<file path="src/pix_pkg.sv">
`default_nettype none

package pix_pkg;

  localparam int word_width = 8;
  localparam int rows       = 4;
  localparam int kh_max     = 3;
  localparam int edge_words = kh_max / 2;
  localparam int in_words   = rows + edge_words;
  localparam int win_words  = rows + 2 * edge_words;

  localparam int cin_max    = 4;
  localparam int cols_max   = 8;
  localparam int blocks_max = 4;
  localparam int edge_depth = cin_max * cols_max;

  localparam int bits_kh        = $clog2(kh_max);
  localparam int bits_kh2       = $clog2((kh_max + 1) / 2);
  localparam int bits_cin       = $clog2(cin_max);
  localparam int bits_cols      = $clog2(cols_max);
  localparam int bits_blocks    = $clog2(blocks_max);
  localparam int bits_edge_addr = $clog2(edge_depth);

  localparam int beat_width    = in_words * word_width;
  localparam int hdr_pad_width = beat_width - bits_kh2 - bits_cin - bits_cols - bits_blocks;

  typedef logic [word_width-1:0] pix_word_t;

  // Header fields hold counts minus one
  typedef struct packed {
    logic [hdr_pad_width-1:0] pad;
    logic [bits_blocks-1:0]   blocks_m1;
    logic [bits_cols-1:0]     cols_m1;
    logic [bits_cin-1:0]      cin_m1;
    logic [bits_kh2-1:0]      kh2;
  } pix_hdr_t;

  typedef union packed {
    pix_word_t [in_words-1:0] pixels;
    pix_hdr_t                 hdr;
  } pix_beat_u;

endpackage

`default_nettype wire

</file>
<file path="src/pix_header_decode.sv">
`timescale 1ns/100ps
`default_nettype none

module pix_header_decode
  import pix_pkg::*;
(
  input  wire                     aclk,
  input  wire                     aresetn,
  input  wire                     s_valid,
  input  wire                     s_last,
  input  wire pix_beat_u          s_data,
  output logic                    s_ready,
  input  wire                     beat_ready,
  input  wire                     m_last_done,
  output logic                    beat_valid,
  output logic                    cfg_load,
  output logic [bits_kh2-1:0]     kh2,
  output logic [bits_cin-1:0]     cin_m1,
  output logic [bits_cols-1:0]    cols_m1,
  output logic [bits_blocks-1:0]  blocks_m1
);

  typedef enum logic [1:0] {
    st_idle,
    st_pass,
    st_drain
  } state_t;

  state_t state;
  logic   hdr_accept;
  logic   s_last_done;

  assign hdr_accept  = (state == st_idle) && s_valid;
  assign s_last_done = (state == st_pass) && s_valid && beat_ready && s_last;
  assign cfg_load    = hdr_accept;
  assign beat_valid  = (state == st_pass) && s_valid;

  // Pixel beats only pass through while a frame is open
  always_comb begin
    case (state)
      st_idle: s_ready = 1'b1;
      st_pass: s_ready = beat_ready;
      default: s_ready = 1'b0;
    endcase
  end

  always_ff @(posedge aclk) begin
    if (!aresetn) begin
      state <= st_idle;
    end else begin
      case (state)
        st_idle:  if (hdr_accept) state <= st_pass;
        st_pass:  if (s_last_done) state <= m_last_done ? st_idle : st_drain;
        st_drain: if (m_last_done) state <= st_idle;
        default:  state <= st_idle;
      endcase
    end
  end

  always_ff @(posedge aclk) begin
    if (!aresetn) begin
      kh2       <= '0;
      cin_m1    <= '0;
      cols_m1   <= '0;
      blocks_m1 <= '0;
    end else if (hdr_accept) begin
      kh2       <= s_data.hdr.kh2;
      cin_m1    <= s_data.hdr.cin_m1;
      cols_m1   <= s_data.hdr.cols_m1;
      blocks_m1 <= s_data.hdr.blocks_m1;
    end
  end

  // Frame end only arrives while a frame is open
  a_last_in_frame: assert property (@(posedge aclk) disable iff (!aresetn)
    m_last_done |-> (state != st_idle));

endmodule

`default_nettype wire

</file>
<file path="src/pix_edge_ram.sv">
`timescale 1ns/100ps
`default_nettype none

module pix_edge_ram
  import pix_pkg::*;
(
  input  wire                              aclk,
  input  wire                              wr_en,
  input  wire [bits_edge_addr-1:0]         wr_addr,
  input  wire pix_word_t [edge_words-1:0]  wr_data,
  input  wire                              rd_en,
  input  wire [bits_edge_addr-1:0]         rd_addr,
  output pix_word_t [edge_words-1:0]       rd_data
);

  pix_word_t [edge_words-1:0] mem [edge_depth];

  always_ff @(posedge aclk) begin
    if (wr_en) begin
      mem[wr_addr] <= wr_data;
    end
  end

  // Single-beat blocks read and write address 0 together, new data wins
  always_ff @(posedge aclk) begin
    if (rd_en) begin
      if (wr_en && (wr_addr == rd_addr)) begin
        rd_data <= wr_data;
      end else begin
        rd_data <= mem[rd_addr];
      end
    end
  end

endmodule

`default_nettype wire

</file>
<file path="src/pix_shift_exec.sv">
`timescale 1ns/100ps
`default_nettype none

module pix_shift_exec
  import pix_pkg::*;
(
  input  wire                        aclk,
  input  wire                        aresetn,
  input  wire                        cfg_load,
  input  wire [bits_kh2-1:0]         kh2,
  input  wire [bits_cin-1:0]         cin_m1,
  input  wire [bits_cols-1:0]        cols_m1,
  input  wire [bits_blocks-1:0]      blocks_m1,
  input  wire                        beat_valid,
  input  wire pix_beat_u             beat_data,
  input  wire                        m_ready,
  input  wire                        out_held,
  output logic                       beat_ready,
  output logic                       load,
  output logic                       kh_last,
  output logic                       frame_last,
  output pix_word_t [win_words-1:0]  win
);

  logic [bits_kh-1:0]         kh_cnt;
  logic [bits_cin-1:0]        ch_cnt;
  logic [bits_cin-1:0]        ch_nxt;
  logic [bits_cols-1:0]       col_cnt;
  logic [bits_cols-1:0]       col_nxt;
  logic [bits_blocks-1:0]     blk_cnt;
  logic [bits_blocks-1:0]     blk_nxt;
  logic                       shift;
  logic                       ch_en;
  logic                       col_en;
  logic                       blk_en;
  logic                       ld_first_blk;
  logic                       ld_last_blk;
  logic                       ld_blk_end;
  logic [bits_edge_addr-1:0]  ptr;
  logic [bits_edge_addr-1:0]  ptr_nxt;
  logic                       edge_wr_en;
  logic                       edge_rd_en;
  pix_word_t [edge_words-1:0] edge_bot;
  pix_word_t [edge_words-1:0] edge_rd;
  pix_word_t [edge_words-1:0] edge_top;

  assign shift      = out_held && m_ready;
  assign kh_last    = kh_cnt == bits_kh'({kh2, 1'b0});
  assign beat_ready = !out_held || (kh_last && m_ready);
  assign load       = beat_valid && beat_ready;

  assign ch_en  = shift && kh_last;
  assign col_en = ch_en && (ch_cnt == cin_m1);
  assign blk_en = col_en && (col_cnt == cols_m1);

  // Next counter values index the beat taken on this edge
  always_comb begin
    ch_nxt  = ch_cnt;
    col_nxt = col_cnt;
    blk_nxt = blk_cnt;
    if (ch_en) ch_nxt = (ch_cnt == cin_m1) ? '0 : ch_cnt + 1'b1;
    if (col_en) col_nxt = (col_cnt == cols_m1) ? '0 : col_cnt + 1'b1;
    if (blk_en) blk_nxt = (blk_cnt == blocks_m1) ? '0 : blk_cnt + 1'b1;
    if (cfg_load) begin
      ch_nxt  = '0;
      col_nxt = '0;
      blk_nxt = '0;
    end
  end

  assign ld_first_blk = blk_nxt == '0;
  assign ld_last_blk  = blk_nxt == blocks_m1;
  assign ld_blk_end   = (ch_nxt == cin_m1) && (col_nxt == cols_m1);
  assign frame_last   = ld_last_blk && ld_blk_end;

  // Edge pointer restarts with every block
  always_comb begin
    ptr_nxt = ptr;
    if (cfg_load || (load && ld_blk_end)) ptr_nxt = '0;
    else if (load) ptr_nxt = ptr + 1'b1;
  end

  always_ff @(posedge aclk) begin
    if (!aresetn) begin
      kh_cnt  <= '0;
      ch_cnt  <= '0;
      col_cnt <= '0;
      blk_cnt <= '0;
      ptr     <= '0;
    end else begin
      ch_cnt  <= ch_nxt;
      col_cnt <= col_nxt;
      blk_cnt <= blk_nxt;
      ptr     <= ptr_nxt;
      if (cfg_load || ch_en) kh_cnt <= '0;
      else if (shift) kh_cnt <= kh_cnt + 1'b1;
    end
  end

  assign edge_bot   = beat_data.pixels[in_words-1:rows];
  assign edge_wr_en = load && !ld_last_blk;
  assign edge_rd_en = load || cfg_load;
  assign edge_top   = ld_first_blk ? '0 : edge_rd;

  pix_edge_ram u_edge_ram (
    .aclk    (aclk),
    .wr_en   (edge_wr_en),
    .wr_addr (ptr),
    .wr_data (edge_bot),
    .rd_en   (edge_rd_en),
    .rd_addr (ptr_nxt),
    .rd_data (edge_rd)
  );

  always_ff @(posedge aclk) begin
    if (load) win <= {beat_data.pixels, edge_top};
    else if (shift) win <= {pix_word_t'('0), win[win_words-1:1]};
  end

  // Kernel count only moves off zero while the result stage holds the window
  a_kh_held: assert property (@(posedge aclk) disable iff (!aresetn)
    (kh_cnt != '0) |-> out_held);

endmodule

`default_nettype wire

</file>
<file path="src/pix_result.sv">
`timescale 1ns/100ps
`default_nettype none

module pix_result
  import pix_pkg::*;
(
  input  wire                             aclk,
  input  wire                             aresetn,
  input  wire pix_word_t [win_words-1:0]  win,
  input  wire [bits_kh2-1:0]              kh2,
  input  wire                             load,
  input  wire                             kh_last,
  input  wire                             frame_last,
  input  wire                             m_ready,
  output logic                            out_held,
  output logic                            m_valid,
  output logic                            m_last,
  output pix_word_t [rows-1:0]            m_data
);

  logic last_reg;
  logic final_shift;

  assign final_shift = m_valid && m_ready && kh_last;
  assign out_held    = m_valid;
  assign m_last      = last_reg && kh_last;

  // Smaller kernels start lower in the window
  always_comb begin
    for (int r = 0; r < rows; r++) begin
      m_data[r] = win[r + edge_words - int'(kh2)];
    end
  end

  always_ff @(posedge aclk) begin
    if (!aresetn) begin
      m_valid  <= 1'b0;
      last_reg <= 1'b0;
    end else if (load) begin
      m_valid  <= 1'b1;
      last_reg <= frame_last;
    end else if (final_shift) begin
      m_valid  <= 1'b0;
      last_reg <= 1'b0;
    end
  end

  a_out_stable: assert property (@(posedge aclk) disable iff (!aresetn)
    (m_valid && !m_ready) |=> (m_valid && $stable(m_data) && $stable(m_last)));

endmodule

`default_nettype wire

</file>
<file path="src/pix_stream_top.sv">
`timescale 1ns/100ps
`default_nettype none

module pix_stream_top
  import pix_pkg::*;
(
  input  wire                   aclk,
  input  wire                   aresetn,
  input  wire                   s_valid,
  output logic                  s_ready,
  input  wire                   s_last,
  input  wire pix_beat_u        s_data,
  output logic                  m_valid,
  input  wire                   m_ready,
  output logic                  m_last,
  output pix_word_t [rows-1:0]  m_data
);

  logic                      beat_valid;
  logic                      beat_ready;
  logic                      cfg_load;
  logic [bits_kh2-1:0]       kh2;
  logic [bits_cin-1:0]       cin_m1;
  logic [bits_cols-1:0]      cols_m1;
  logic [bits_blocks-1:0]    blocks_m1;
  logic                      load;
  logic                      kh_last;
  logic                      frame_last;
  logic                      out_held;
  pix_word_t [win_words-1:0] win;
  wire                       m_last_done = m_valid && m_ready && m_last;

  pix_header_decode u_decode (
    .aclk        (aclk),
    .aresetn     (aresetn),
    .s_valid     (s_valid),
    .s_last      (s_last),
    .s_data      (s_data),
    .s_ready     (s_ready),
    .beat_ready  (beat_ready),
    .m_last_done (m_last_done),
    .beat_valid  (beat_valid),
    .cfg_load    (cfg_load),
    .kh2         (kh2),
    .cin_m1      (cin_m1),
    .cols_m1     (cols_m1),
    .blocks_m1   (blocks_m1)
  );

  pix_shift_exec u_exec (
    .aclk       (aclk),
    .aresetn    (aresetn),
    .cfg_load   (cfg_load),
    .kh2        (kh2),
    .cin_m1     (cin_m1),
    .cols_m1    (cols_m1),
    .blocks_m1  (blocks_m1),
    .beat_valid (beat_valid),
    .beat_data  (s_data),
    .m_ready    (m_ready),
    .out_held   (out_held),
    .beat_ready (beat_ready),
    .load       (load),
    .kh_last    (kh_last),
    .frame_last (frame_last),
    .win        (win)
  );

  pix_result u_result (
    .aclk       (aclk),
    .aresetn    (aresetn),
    .win        (win),
    .kh2        (kh2),
    .load       (load),
    .kh_last    (kh_last),
    .frame_last (frame_last),
    .m_ready    (m_ready),
    .out_held   (out_held),
    .m_valid    (m_valid),
    .m_last     (m_last),
    .m_data     (m_data)
  );

endmodule

`default_nettype wire

</file>
<file path="config.mk">
export PLATFORM = sky130hd
export DESIGN_NAME = pix_stream_top
export DESIGN_NICKNAME = d
export VERILOG_FILES = /design/src/pix_pkg.sv /design/src/pix_header_decode.sv /design/src/pix_edge_ram.sv /design/src/pix_shift_exec.sv /design/src/pix_result.sv /design/src/pix_stream_top.sv
export SDC_FILE = /design/constraint.sdc
export NUM_CORES = 1
export LEC_CHECK = 0
export BUFFER_PORTS_ARGS = -buffer_cell sky130_fd_sc_hd__buf_2
export CAP_MARGIN = 15
export CORE_ASPECT_RATIO = 1.75
export CORE_MARGIN = 10
export CORE_UTILIZATION = 60
export DETAILED_ROUTE_END_ITERATION = 12
export PLACE_DENSITY = 0.78
export SETUP_SLACK_MARGIN = 0.15
export SLEW_MARGIN = 20
export SYNTH_ARGS = -nofsm -noshare
export SYNTH_HDL_FRONTEND = slang
export SYNTH_HIERARCHICAL = 1
export SYNTH_SLANG_ARGS = --single-unit
</file>
<file path="constraint.sdc">
create_clock -name aclk -period 6.9 [get_ports aclk]
set_clock_uncertainty 0.05 [all_clocks]
set_input_delay 1.38 -clock aclk [delete_from_list [all_inputs] [get_ports aclk]]
set_output_delay 1.38 -clock aclk [all_outputs]
set_load 0.05 [all_outputs]
</file>
[Yosys cells after proc, flatten, opt, wreduce, memory -nomap -nowiden]
Memories as Yosys holds them, arrays and structs flattened. A register that Yosys moved wholly into a read port is not among the register bits.
Index checks and enable logic that the tools add are counted.
W data, S select, Z words.
Storage, ports and cells
  bits in registers: 74
  latch bits: 0
  bits in writable memories: 256
  ROM bits: 0
  input bits: 45
  output and inout port bits: 35
  logic and storage cells: 109
  memories kept: 1
Cells by class
  $add $sub $neg: 9
  multiply operators: 0
  div/mod/pow operators: 0
  $lt $le $gt $ge: 4
  equal/unequal tests: 12
  shift operators: 0
  multiplexer cells: 37
  bitwise operators: 1
  reduce and logical (&&, ||, !) cells: 27
Memory list
  u_exec.u_edge_ram.mem: words 32, bits a word 8, read ports 1, clocked after Yosys merged registers in 1, wr ports 1, RTL line pix_edge_ram.sv:16  | pix_word_t [edge_words-1:0] mem [edge_depth];
Operators by type and width (number)
  $lt A32 B5 Y1 const B: 4
  $bmux W8 S3: 4
  $mux W48: 2
  $mux W8: 9
  $mux W2: 10
  $logic_and A1 B1 Y1: 15
  $eq A2 B2 Y1: 5
  $mux W5: 2
  $mux W3: 3
  $add A2 B1 Y2 const B: 3
  $eq A3 B3 Y1: 2
  $ne A2 B1 Y1 const B: 3
  $pmux W2 S3: 1
  $sub A2 B1 Y3 const A: 2
  $add A5 B1 Y5 const B: 1
  $mux W1: 5
  $logic_not A2 Y1: 2
  $logic_or A1 B1 Y1: 4
  $reduce_bool A2 Y1: 2
  $sub A3 B1 Y4 const A: 1
  $add A3 B1 Y3 const B: 1
  $reduce_and A3 Y1: 1
  $eq A2 B1 Y1 const B: 1
  $eq A2 B2 Y1 const B: 1
  5 further kinds: 6

[Longest topological paths before layout]
Gate-level depths: netlist of the first run.
  depth after elaboration: 11
  depth in mapped cells: 18
  depth with buffers taken out: 12

[Cells and area by module]
Netlist of the first run, hierarchy kept.
Modules (own cells, without submodules)
  pix_edge_ram: times used 1, cells an instance 539, area an instance 10749.1 µm²
  pix_shift_exec: times used 1, cells an instance 335, area an instance 3230.6 µm²
  pix_result: times used 1, cells an instance 45, area an instance 639.4 µm²
  pix_header_decode: times used 1, cells an instance 48, area an instance 435.4 µm²
  pix_stream_top: times used 1, cells an instance 1, area an instance 6.3 µm²

[Worst setup path after synthesis of the first run]
OpenSTA, ideal clock, no wires.
  kind: in2reg
  start: input port s_valid
  end: register u_exec/win[0] (netlist bit) (enable)
  data arrival time: 5.145 ns
  path slack: 1.185 ns
  stages on the path: 4
  buffers on the path: 0
  cell sequence: nand2_1 > nor2_1 > inv_1 > o21ai_0
On the way
  word-level cells in the longest chain between the ends: 3
Ends and longest elaborated chain
  start, declared: RTL line pix_stream_top.sv:9  | input wire s_valid,
  $logic_and A1 B1 Y1: RTL line pix_header_decode.sv:36  | assign beat_valid = (state == st_pass) && s_valid;
  via beat_valid: RTL line pix_stream_top.sv:19  | logic beat_valid;
  $logic_and A1 B1 Y1: RTL line pix_shift_exec.sv:50  | assign load = beat_valid && beat_ready;
  $reduce_bool A2 Y1 (no line)
  end signal, assigned: RTL line pix_shift_exec.sv:116  | if (load) win <= {beat_data.pixels, edge_top};
  end signal, assigned: RTL line pix_shift_exec.sv:117  | else if (shift) win <= {pix_word_t'('0), win[win_words-1:1]};
  end, declared: RTL line pix_shift_exec.sv:22  | output pix_word_t [win_words-1:0] win
The timed path passes the listed nets, and every way through them passes these cells.
A chain may end at the register's enable or synchronous reset.

[Worst setup path in the final report of the first run]
  start: input port s_valid
  end: register u_exec/u_edge_ram/rd_data[2] (netlist bit) (read register of u_exec.u_edge_ram.mem) (data pin)
On the way
  word-level cells in the longest chain between the ends: 7
  elaborated cells on any way between the ends: 13
  classes of those cells: eq/ne: 2; mux: 4; reduce/logical: 7
Ends and longest elaborated chain
  $logic_and A1 B1 Y1 (*): RTL line pix_header_decode.sv:33  | assign hdr_accept = (state == st_idle) && s_valid;
  via cfg_load: RTL line pix_stream_top.sv:21  | logic cfg_load;
  $mux W3 or $mux W2 (tied branches): RTL line pix_shift_exec.sv:64  | if (cfg_load) begin
  $eq A3 B3 Y1 or $eq A2 B2 Y1 (tied branches): RTL line pix_shift_exec.sv:73  | assign ld_blk_end = (ch_nxt == cin_m1) && (col_nxt == cols_m1);
  $logic_and A1 B1 Y1: RTL line pix_shift_exec.sv:73
  $logic_and A1 B1 Y1: RTL line pix_shift_exec.sv:79  | if (cfg_load || (load && ld_blk_end)) ptr_nxt = '0;
  $logic_or A1 B1 Y1 (*): RTL line pix_shift_exec.sv:79
  $mux W5 (*): RTL line pix_shift_exec.sv:79
  via u_exec.ptr_nxt[0]: RTL line pix_shift_exec.sv:40  | logic [bits_edge_addr-1:0] ptr_nxt;
  end, declared: RTL line pix_edge_ram.sv:13  | output pix_word_t [edge_words-1:0] rd_data
Mark *: on every way through the listed nets, which the timed path passes. The rest lies on a longest branch.

==> results of run 1 <==
-- metrics by stage --
step                hold WS (ps)  utilization [%]
detailed placement         460.3            63.05
finish                     471.4            67.29
CTS                        474.9            67.29
global placement           445.1            63.05
floorplan                  381.4                -
global route               503.5            67.29
-- power groups by stage --
stage / sequential, µW / combinational (µW) / clock (µW)
2_1_floorplan: 2340 / 267 / 0
3_3_place_gp: 2340 / 348 / 0
3_5_place_dp: 2340 / 354 / 0
4_1_cts: 2300 / 357 / 1790
5_1_grt: 2300 / 380 / 1860
6_report: 2300 / 354 / 1750
-- routing by layer --
metal  track usage, %  part of all wire [%]  up-vias
li1                 -                     -     3924
met1            22.30                    35     4320
met2            36.69                    54      329
met3            3.025                   5.8       71
met4            9.585                   4.4        0
met5                0                     0        -
-- worst max-delay path: stages --
cell	delay [ps]
buf_2	110
nor3b_4	800
inv_1	300
a311oi_2	460
o21ai_1	210
a21oi_4	730
buf_12	290
mux4_1	620
mux2_2	290
a221oi_1	770
o41ai_1	160
-- cell type report --
| class | instances | share of cell area [%] |
|---|---|---|
| clock buffer | 34 | 4.603 |
| clock inverter | 22 | 1.700 |
| inverter | 9 | 0.2031 |
| multi-input combinational | 563 | 28.29 |
| sequential | 338 | 59.45 |
| tap | 312 | 2.347 |
| timing repair buffer | 100 | 3.400 |
-- layout by cell type (no fill, tap or decap), drive strengths merged, types with 7 or more instances in the layout --
cell	Yosys	layout
nand2	131	131
a22o	10	10
a211oi	19	19
clkbuf	20	34
o41ai	9	9
mux2	43	43
nor2	58	58
and2b	7	7
inv	9	9
mux2i	56	56
nand3b	7	7
mux4	40	40
edfxtp	312	312
dfxtp	26	26
or2b	7	7
o21ai	22	22
a21oi	17	17
a221oi	16	16
xor2	10	10
and3	12	12
clkinv	0	12
nand3	12	12
buf	37	100
nor3	12	12
o22ai	8	8
-- path summary, 6_finish.rpt --
check,cells past startpoint,slack [ps],end
min,2,470,u_exec/win[36]
max,11,1000,u_exec/u_edge_ram/rd_data[2]
min reg2reg,2,470,u_exec/win[36]
max reg2reg,12,1520,u_exec/u_edge_ram/rd_data[2]
-- cell families after synthesis --
| logic type | Yosys count |
|---|---|
| multiplexers | 139 |
| AND/OR/NAND/NOR | 284 |
| buffers and inverters | 67 |
| flip-flops | 338 |
| XOR/XNOR | 16 |
| AO/OA/AOI/OAI | 122 |
| adder cells (fa/ha/maj) | 2 |
==> results.txt, run 1 <==
----------------------------------------------------
[Cells and area]
  Number of nets in the finished design ... 1089
  Count of inserted antenna diode cells ... 0
  Register bank with the most flops ... u_exec/u_edge_ram/mem
  Filler cell count in the final layout ... 1669
  Multi-input gate area in the final layout ... 4707 µm²
  Max FFs per register ... 256
  Storage element area ... 9891 µm²
  Final instance area ... 16640 µm²
  Final cell count without fillers ... 1378
  Top flop regs ... u_exec/u_edge_ram/mem (256), u_exec/win (48), u_exec/u_edge_ram/rd_data (8)
  Area Overhead vs Synth ... 10.46%
  Share of post-route cells with drive strength above 1 ... 20.54%

[Place]
  Gp weighted congestion ... 0.8936
  Dpl cell area ... 15590 µm²
  Worst slack at placement ... 480.9 ps
  # placed instances ... 1322
  Port Buffers ... 79
  Post-detail-place hpwl ... 21.76 mm

[Synthesis]
  Xor and xnor area share after synthesis ... 1.055%
  Number of cells produced by synthesis ... 968
  Basic-gate share of the synthesized area counting and, or, nand and nor cells ... 9.172%
  Nets in the synthesized netlist ... 1015
  Biggest area consumer among synthesized cells ... edfxtp_1
  Warning count from the yosys run ... 6
  Adder-Cell Fraction of Synth Area ... 0.1662%
  Fraction of the yosys area taken by sequential cells ... 65.66%
  Compound-Gate Fraction of Synth Area ... 5.998%
  Count of cell types in the netlist ... 73
  Number of enable flip-flop cells after synthesis ... 312
  Share of synthesized area spent on multiplexers ... 14.49%
  Mean cell area of the mapped netlist ... 15.56 µm²
  Top cells by count, synth ... 312 x edfxtp_1, 131 x nand2_1, 57 x nor2_1
  Most frequently used cell type in the post-synthesis netlist ... edfxtp_1
  Most instantiated flip-flop cell in the synthesis netlist ... edfxtp_1
  Register bit total from synthesis ... 338
  Yosys top cell area share ... 62.21%
  Top cells by area in the synthesized netlist ... edfxtp_1 62%, mux4_1 5.8%, mux2i_1 3.7%
  Combinational family with the most area after synthesis ... multiplexers
  Share of synthesized registers carrying an async set or reset ... 0%
  Synthesized area ... 15060 µm²

[Clock tree]
  Clock tree sinks ... 338
  Clock network latency to the later pin of the worst-skew pair ... 570 ps
  CTS clk-pin slew, worst paths ... 70 ps
  Setup Buffers After CTS ... 0
  CTS buffer count ... 30
  Total of cells resized after clock tree synthesis ... 0
  Longest Clk Path Bufs ... 3
  CTS tree ... done
  Max H-tree Level ... 1
  Hold-fix buffer count after cts ... 0
  Root cell of the clock tree ... clkbuf_16

[Global routing]
  First-pass GRT wire length ... 51.25 mm
  Maximum number of pins on one net before global-route repair ... 48
  Total GRT Usage ... 20.14%
  Via count of the first global-routing pass ... 8871
  Number of antenna violations at the first check in global routing ... 0
  Overflow left after global routing ... 0

[Worst hold path]
  Startpoint of the tightest hold check path ... u_exec/win[44]
  Classification of the worst-slack hold path ... reg2reg

[Routing]
  Detailed-router iteration count before antenna repair ... 5
  Post-detailed-route DRC marker count ... 0
  Vias ... 8644
  Average wire length per cell after detail routing ... 23.71 µm
  First-iteration detailed-routing DRC count ... 573
  Detail-routed via count per cell ... 6.273
  Total Routed Length ... 32.67 mm
  ANT nets after route ... 0

[STA]
  Fin Setup TNS ... 0 ps
  Upper clock frequency limit ... 169.6 MHz
  RSZ-0062 raised after global routing ... no
  Count of final hold-check violations ... 0
  Clock period minus final worst setup slack ... 5898 ps
  Crit path setup slack, layout ... 1002 ps
  Final Slew Violations ... 0
  Worst Max-Slew Pin Slew ... 962.9 ps
  Crit share post-route ... 85.47%
  Final setup fails ... 0
  Worst max-slew margin expressed relative to the limit ... 35.74%

[Run status]
  Result of the run ... completed

[Job]
  Max-Cap Viols ... 0

[Floorplan]
  Core footprint ... 24720 µm²
  Top-level port count ... 80
  Standard-cell row count ... 76
  Floorplan die width ... 139.8 µm
  Die area ... 32090 µm²
  Die Y ... 229.6 µm
  Starting Density ... 60.92%

[Power]
  Net Sw Frac ... 22.21%
  Static leakage ... 0.005595 µW
  Combinational Power Share ... 8.0%
  Internal portion of total power ... 3426 µW
  Sequential share of power ... 52.2%
  Clock power frac ... 39.7%
  Power spent charging and discharging nets ... 978.1 µW
  Design Power ... 4405 µW
  Areal power density over the cells ... 264.8 nW/µm²
  Maximum vdd ir drop ... 0.1785 mV

[Worst setup path]
  Worst reg2reg startpoint ... u_result/m_valid
  CP Class ... in2reg
  CP Capture Type ... flop
  Critical Path Start ... s_valid
  Type of origin of the critical path ... primary input
  Maximum fanout along the worst path ... 25
  Data arrival time of the worst path ... 6150 ps
  Data required time at the worst endpoint ... 7150 ps

----------------------------------------------------
Note: power is estimated with default switching activity, not from simulation.
==> inputs of run 2 (changes only) <==
--- a/config.mk
+++ b/config.mk
@@ -5,6 +5,7 @@
 export SDC_FILE = /design/constraint.sdc
 export NUM_CORES = 1
 export LEC_CHECK = 0
+export ABC_AREA = 1
 export BUFFER_PORTS_ARGS = -buffer_cell sky130_fd_sc_hd__buf_2
 export CAP_MARGIN = 15
 export CORE_ASPECT_RATIO = 1.75
==> run 2 against run 1 <==
Net effect:
- setup slack better by 1300 ps
- clock power shrank 3%
- area after synthesis increased by 0.93%
- sequential power about the same
- global-route usage increased by 2.1 points
- synthesized cell count is 60% higher
- hold slack got worse by 32 ps
- clock-buffer cell count grew 2
- sequential share of layout area up 0.090 points
- register-to-register slack better by 1200 ps
- maximum frequency increased by 28%
- highest routed layer unchanged
==> results.txt, run 2 <==
----------------------------------------------------
[Run status]
  Result of the run ... completed

[Worst setup path]
  CP Capture Type ... flop
  Data arrival time of the worst path ... 4980 ps
  Cell-by-cell listing of the critical path ... buf_2, nand2_4, inv_6, clkinv_1, nand3_1, nand2_2, nand3_1, nand2_1, nor2_1, nand4_2, nand3_1, inv_1, buf_4, inv_1, buf_4, o22ai_1, nor2_1, nand3_2, inv_2, nand2_1, nand2_1
  Type of origin of the critical path ... primary input
  Critical-path top delay cell ... clkinv_1
  Crit-path max cell delay ... 410 ps
  CP Class ... in2reg
  Reg2Reg Capture Point ... u_exec/u_edge_ram/rd_data[3]
  Maximum fanout along the worst path ... 34
  Worst reg2reg startpoint ... u_decode/state[1]
  Worst Reg-to-Reg Cells ... 21
  Data required time at the worst endpoint ... 7270 ps
  Bufs and invs on worst path ... 8
  Slack of the worst reg-to-reg path ... 2710 ps
  Cell family contributing the most delay on the critical path ... buffers and inverters

[Synthesis]
  Share of synthesized registers carrying an async set or reset ... 0%
  Nets in the synthesized netlist ... 1591
  Top cells by area in the synthesized netlist ... edfxtp_1 62%, nand2_1 13%, nand3_1 8.2%
  Biggest area consumer among synthesized cells ... edfxtp_1
  Most instantiated flip-flop cell in the synthesis netlist ... edfxtp_1
  Top cells by count, synth ... 525 x nand2_1, 312 x edfxtp_1, 249 x nand3_1
  Warning count from the yosys run ... 6
  Register bit total from synthesis ... 338
  Number of enable flip-flop cells after synthesis ... 312
  Number of cells produced by synthesis ... 1544
  Count of cell types in the netlist ... 37
  Fraction of the yosys area taken by sequential cells ... 65.06%
  Yosys top cell area share ... 61.63%
  Mean cell area of the mapped netlist ... 9.845 µm²
  Most frequently used cell type in the post-synthesis netlist ... nand2_1
  Synthesized area ... 15200 µm²

[Place]
  Gp weighted congestion ... 0.9508
  Post-detail-place hpwl ... 23.87 mm
  Worst slack at placement ... 1813 ps
  Port Buffers ... 79

[Cells and area]
  Share of post-route cells with drive strength above 1 ... 10.50%
  Count of inserted antenna diode cells ... 0
  Area Overhead vs Synth ... 9.276%
  Multi-input gate area in the final layout ... 4318 µm²
  Max FFs per register ... 256
  Register bank with the most flops ... u_exec/u_edge_ram/mem
  Top flop regs ... u_exec/u_edge_ram/mem (256), u_exec/win (48), u_exec/u_edge_ram/rd_data (8)
  Filler cell count in the final layout ... 1909
  Number of nets in the finished design ... 1639
  Commonest non-fill, non-tap cells in the layout ... 525 x nand2_1, 312 x edfxtp_1, 249 x nand3_1
  Storage element area ... 9891 µm²
  Most common cell after layout, fill and taps aside ... nand2_1

[Routing]
  Metal3 WL ... 2.685 mm
  Total Routed Length ... 36.78 mm
  Detailed-routed wire length on met2 ... 19.11 mm
  Uppermost routed layer ... met4
  ANT nets after route ... 0
  First-iteration detailed-routing DRC count ... 1005
  Vias ... 10.92k
  Detailed-router iteration count before antenna repair ... 5
  Metal-1 WL ... 13.26 mm
  Average wire length per cell after detail routing ... 19.10 µm
  Post-detailed-route DRC marker count ... 0
  Detail-routed via count per cell ... 5.667

[STA]
  Crit share post-route ... 66.85%
  Final setup fails ... 0
  Final Slew Violations ... 0
  Count of final hold-check violations ... 0
  Upper clock frequency limit ... 216.8 MHz
  Clock period minus final worst setup slack ... 4613 ps
  Worst max-slew margin expressed relative to the limit ... 43.63%
  Worst Max-Slew Pin Slew ... 842.5 ps
  RSZ-0062 raised after global routing ... no
  Fin Setup TNS ... 0 ps
  Crit path setup slack, layout ... 2287 ps

[Job]
  Max-Cap Viols ... 0

[Global routing]
  Overflow left after global routing ... 0
  Via count of the first global-routing pass ... 10.64k
  Number of antenna violations at the first check in global routing ... 0
  Total GRT Usage ... 22.22%
  Maximum number of pins on one net before global-route repair ... 67
  First-pass GRT wire length ... 57.41 mm

[Clock tree]
  Clock tree sinks ... 338
  Hold-fix buffer count after cts ... 0
  CTS clk-pin slew, worst paths ... 70 ps
  CTS tree ... done
  Total of cells resized after clock tree synthesis ... 0
  Root cell of the clock tree ... clkbuf_16
  Setup Buffers After CTS ... 0
  Clock network latency to the later pin of the worst-skew pair ... 570 ps
  CTS buffer count ... 29
  Longest Clk Path Bufs ... 3
  Max H-tree Level ... 1

[Power]
  Static leakage ... 0.006739 µW
  Areal power density over the cells ... 265.1 nW/µm²
  Maximum vdd ir drop ... 0.1876 mV

[Worst hold path]
  Classification of the worst-slack hold path ... reg2reg
  Capture endpoint of the worst hold path ... u_result/last_reg
  Startpoint of the tightest hold check path ... u_result/last_reg
  Cell depth of the worst min-delay path ... 2

[Floorplan]
  Floorplan die width ... 140.3 µm
  Die Y ... 230.6 µm
  Core footprint ... 25150 µm²
  Starting Density ... 60.45%
  Standard-cell row count ... 77
  Die area ... 32350 µm²
  Top-level port count ... 80

----------------------------------------------------
[run 2: changes by cell type after synthesis, moves of 11 or more]
cell	change
nor2_1	+60
mux2_2	-13
and3_1	-11
nand3_1	+237
buf_2	+17
a221oi_1	-16
mux2i_1	-56
mux2_4	-30
inv_1	+126
a211oi_1	-19
mux4_1	-33
buf_4	+14
nand2_1	+394
[run 2: kinds of logic (layout without fill, tap and decap cells)]
family                   count (synthesis)  after routing  share of synthesized area, %
AO/OA/AOI/OAI                           55             55                         2.000
adder cells (fa/ha/maj)                  2              2                        0.1646
XOR/XNOR                                11             11                        0.6832
buffers and inverters                  218            284                         6.610
AND/OR/NAND/NOR                        920            920                         25.48
flip-flops                             338            338                         65.06
[run 2: layout make-up]
cell class | instances | area share (%)
clock buffers | 36 | 4.527
clock inverters | 13 | 1.333
inverters | 144 | 3.299
multi-input cells | 988 | 25.99
flip-flops and latches | 338 | 59.54
well taps | 316 | 2.380
repair buffers | 91 | 2.923
[run 2: how the worst max path moves through the flow]
stage,start,depth (start not counted),to
after detailed placement,s_valid,21,u_exec/u_edge_ram/rd_data[3]
after global placement,s_valid,20,u_exec/u_edge_ram/rd_data[7]
after floorplan,s_valid,5,u_exec/win[0]
final,s_valid,21,u_exec/u_edge_ram/rd_data[3]
after global routing,s_valid,20,u_exec/u_edge_ram/rd_data[5]
after CTS,s_valid,21,u_exec/u_edge_ram/rd_data[3]
[run 2: tightest hold or removal path: stages, from the launching register on]
cell,delay (ps)
dfxtp_1,310
nand2_1,70
a21oi_1,60
[run 2: report_power, final]
group	switching [µW]	total, µW	internal [µW]	leakage [µW]
combinational	309	408	98.5	0.00323
sequential	22.2	2300	2280	0.00304
clock	703	1700	994	0.000477
total	1030	4400	3370	0.00674
[run 2: through the flow]
| step | hold slack (ps) | std cells | utilization (%) | cell area [µm²] | power [µW] |
|---|---|---|---|---|---|
| 6_report | 439.2 | 1926 | 66.06 | 16610 | 4403 |
| 5_1_grt | 460.4 | 1926 | 66.06 | 16610 | 4542 |
| 4_1_cts | 436.2 | 1926 | 66.06 | 16610 | 4422 |
| 3_5_place_dp | 411.1 | 1877 | 62.19 | 15640 | 2748 |
| 3_3_place_gp | 397.8 | 1877 | 62.19 | 15640 | 2742 |
| 2_1_floorplan | 386.9 | 1544 | - | 15200 | 2637 |
[run 2: per-layer routing]
layer  global-route usage, %  up-vias
li1                        -     5193
met1                   24.66     5106
met2                   40.02      505
met3                   3.535      111
met4                   11.14        0
met5                       0        -
==> inputs of run 3 (changes only) <==
--- a/config.mk
+++ b/config.mk
@@ -5,7 +5,7 @@
 export SDC_FILE = /design/constraint.sdc
 export NUM_CORES = 1
 export LEC_CHECK = 0
-export ABC_AREA = 1
+export ABC_AREA = 0
 export BUFFER_PORTS_ARGS = -buffer_cell sky130_fd_sc_hd__buf_2
 export CAP_MARGIN = 15
 export CORE_ASPECT_RATIO = 1.75
==> constraint.sdc (replaced) <==
create_clock -name aclk -period 4.7 [get_ports aclk]
set_clock_uncertainty 0.05 [all_clocks]
set_input_delay 0.94 -clock aclk [delete_from_list [all_inputs] [get_ports aclk]]
set_output_delay 0.94 -clock aclk [all_outputs]
set_load 0.05 [all_outputs]
==> run 3 against run 2 <==
Net effect:
- register-to-register slack got worse by 2300 ps
- sequential power rose by 47%
- critical path depth fell by 7
- hold slack improved by 27 ps
- flip-flop and latch count did not move
- die area fell by 0.82%
- critical path type is now reg2reg
- highest routed layer unchanged
- setup slack got worse by 1900 ps
- non-clock buffer count rose by 69
- total power rose by 43%
- cell count fell by 26%
- clock-buffer cell count fell by 5
==> results.txt, run 3 (synthesized netlist as in run 1, its figures left out) <==
----------------------------------------------------
[Power]
  Static leakage ... 0.005878 µW
  Design Power ... 6297 µW
  Maximum vdd ir drop ... 0.2543 mV
  Areal power density over the cells ... 370.0 nW/µm²

[Cells and area]
  Count of inserted antenna diode cells ... 0
  Commonest non-fill, non-tap cells in the layout ... 312 x edfxtp_1, 131 x nand2_1, 79 x buf_2
  Area Overhead vs Synth ... 13.00%
  Share of post-route cells with drive strength above 1 ... 24.98%
  Most common cell after layout, fill and taps aside ... edfxtp_1
  Top flop regs ... u_exec/u_edge_ram/mem (256), u_exec/win (48), u_exec/u_edge_ram/rd_data (8)
  Final instance area ... 17020 µm²
  Filler cell count in the final layout ... 1605
  Number of nets in the finished design ... 1148
  Max FFs per register ... 256
  Register bank with the most flops ... u_exec/u_edge_ram/mem

[Routing]
  Vias ... 8792
  Average wire length per cell after detail routing ... 22.70 µm
  Detail-routed via count per cell ... 6.135
  Post-detailed-route DRC marker count ... 0
  First-iteration detailed-routing DRC count ... 663
  ANT nets after route ... 0
  Detailed-router iteration count before antenna repair ... 5
  Total Routed Length ... 32.53 mm

[Place]
  Dpl cell area ... 16060 µm²
  Port Buffers ... 79
  Post-detail-place hpwl ... 21.91 mm
  Gp weighted congestion ... 0.8376
  Worst slack at placement ... -14.50 ps

[Worst setup path]
  Data required time at the worst endpoint ... 4930 ps
  Data arrival time of the worst path ... 4520 ps
  CP Class ... reg2reg
  Maximum fanout along the worst path ... 10
  CP Capture Type ... flop
  Type of origin of the critical path ... flop
  Worst Reg-to-Reg Cells ... 14

[Global routing]
  Total GRT Usage ... 19.78%
  Number of antenna violations at the first check in global routing ... 0
  Maximum number of pins on one net before global-route repair ... 50
  Via count of the first global-routing pass ... 8959
  First-pass GRT wire length ... 50.75 mm
  Overflow left after global routing ... 0

[STA]
  Worst slack on hold paths ... 466.0 ps
  Fin Setup TNS ... 0 ps
  Count of final hold-check violations ... 0
  Worst Max-Slew Pin Slew ... 917.2 ps
  Clock period minus final worst setup slack ... 4289 ps
  Final Slew Violations ... 0
  Crit path setup slack, layout ... 410.7 ps
  Crit share post-route ... 91.26%
  Upper clock frequency limit ... 233.1 MHz
  RSZ-0062 raised after global routing ... no
  Worst max-slew margin expressed relative to the limit ... 38.62%
  Final setup fails ... 0

[Run status]
  Result of the run ... completed

[Clock tree]
  CTS tree ... done
  CTS buffer count ... 29
  Longest Clk Path Bufs ... 3
  CTS clk-pin slew, worst paths ... 70 ps
  Max H-tree Level ... 1
  Clock network latency to the later pin of the worst-skew pair ... 550 ps
  Clock tree sinks ... 338
  Root cell of the clock tree ... clkbuf_16

[Floorplan]
  Standard-cell row count ... 76
  Core footprint ... 24720 µm²
  Floorplan die width ... 139.8 µm
  Starting Density ... 60.92%
  Die Y ... 229.6 µm
  Top-level port count ... 80
  Die area ... 32090 µm²

[Job]
  Max-Cap Viols ... 0

[Worst hold path]
  Classification of the worst-slack hold path ... reg2reg
  Cell depth of the worst min-delay path ... 2

----------------------------------------------------
[run 3: cell type report]
| type | instances | area (µm²) | share of cell area (%) |
|---|---|---|---|
| flip-flops and latches | 338 | 9892 | 58.12 |
| multi-input cells | 563 | 4713 | 27.69 |
| repair buffers | 160 | 1041 | 6.117 |
| clock buffers | 31 | 733.2 | 4.308 |
| well taps | 312 | 390.4 | 2.294 |
| clock inverters | 20 | 215.2 | 1.265 |
| inverters | 9 | 33.78 | 0.1985 |
[run 3: routing by layer]
layer / up-vias / track usage (%) / part of all wire (%)
met5: - / 0 / 0
li1: 4022 / - / -
met4: 0 / 9.197 / 4.4
met1: 4368 / 22.08 / 36
met2: 321 / 35.88 / 53
met3: 81 / 3.066 / 5.8
[run 3: stage by stage]
step           util, %  instances
2_1_floorplan        -        968
3_3_place_gp     64.97       1382
3_5_place_dp     64.97       1382
4_1_cts          68.81       1433
5_1_grt          68.84       1433
6_report         68.84       1433
[run 3: report_power, final]
part / switching, µW / total [µW] / leakage (µW) / internal [µW]
Clock: 1030 / 2380 / 0.000461 / 1350
Sequential: 37.9 / 3380 / 0.00303 / 3340
Combinational: 339 / 536 / 0.00238 / 197
[run 3: what timing repair did]
item / 4_1_cts / 5_1_grt
endpoints found under the setup margin: 0 / 1
buffers inserted: 0 / 0
hold buffers: 0 / 0
resized for setup: 0 / 2
[run 3: worst max-delay path, stage by stage (launching register included)]
cell and delay, ps:
dfxtp_1 460, xor2_4 320, nor2_1 130, buf_4 170, nand3b_1 100, o221ai_1 150, a311oi_2 370, o21ai_1 180
a21oi_4 260, buf_4 270, buf_4 260, buf_4 230, mux4_1 580, a211oi_1 330, o41ai_1 130
[run 3: final timing paths]
check / startpoint / end / slack [ps]
worst max-delay path: u_exec/kh_cnt[1] / u_exec/u_edge_ram/rd_data[5] / 410
worst min-delay path: u_exec/win[44] / u_exec/win[36] / 470
worst max register to register: u_exec/kh_cnt[1] / u_exec/u_edge_ram/rd_data[5] / 410
worst min register to register: u_exec/win[44] / u_exec/win[36] / 470
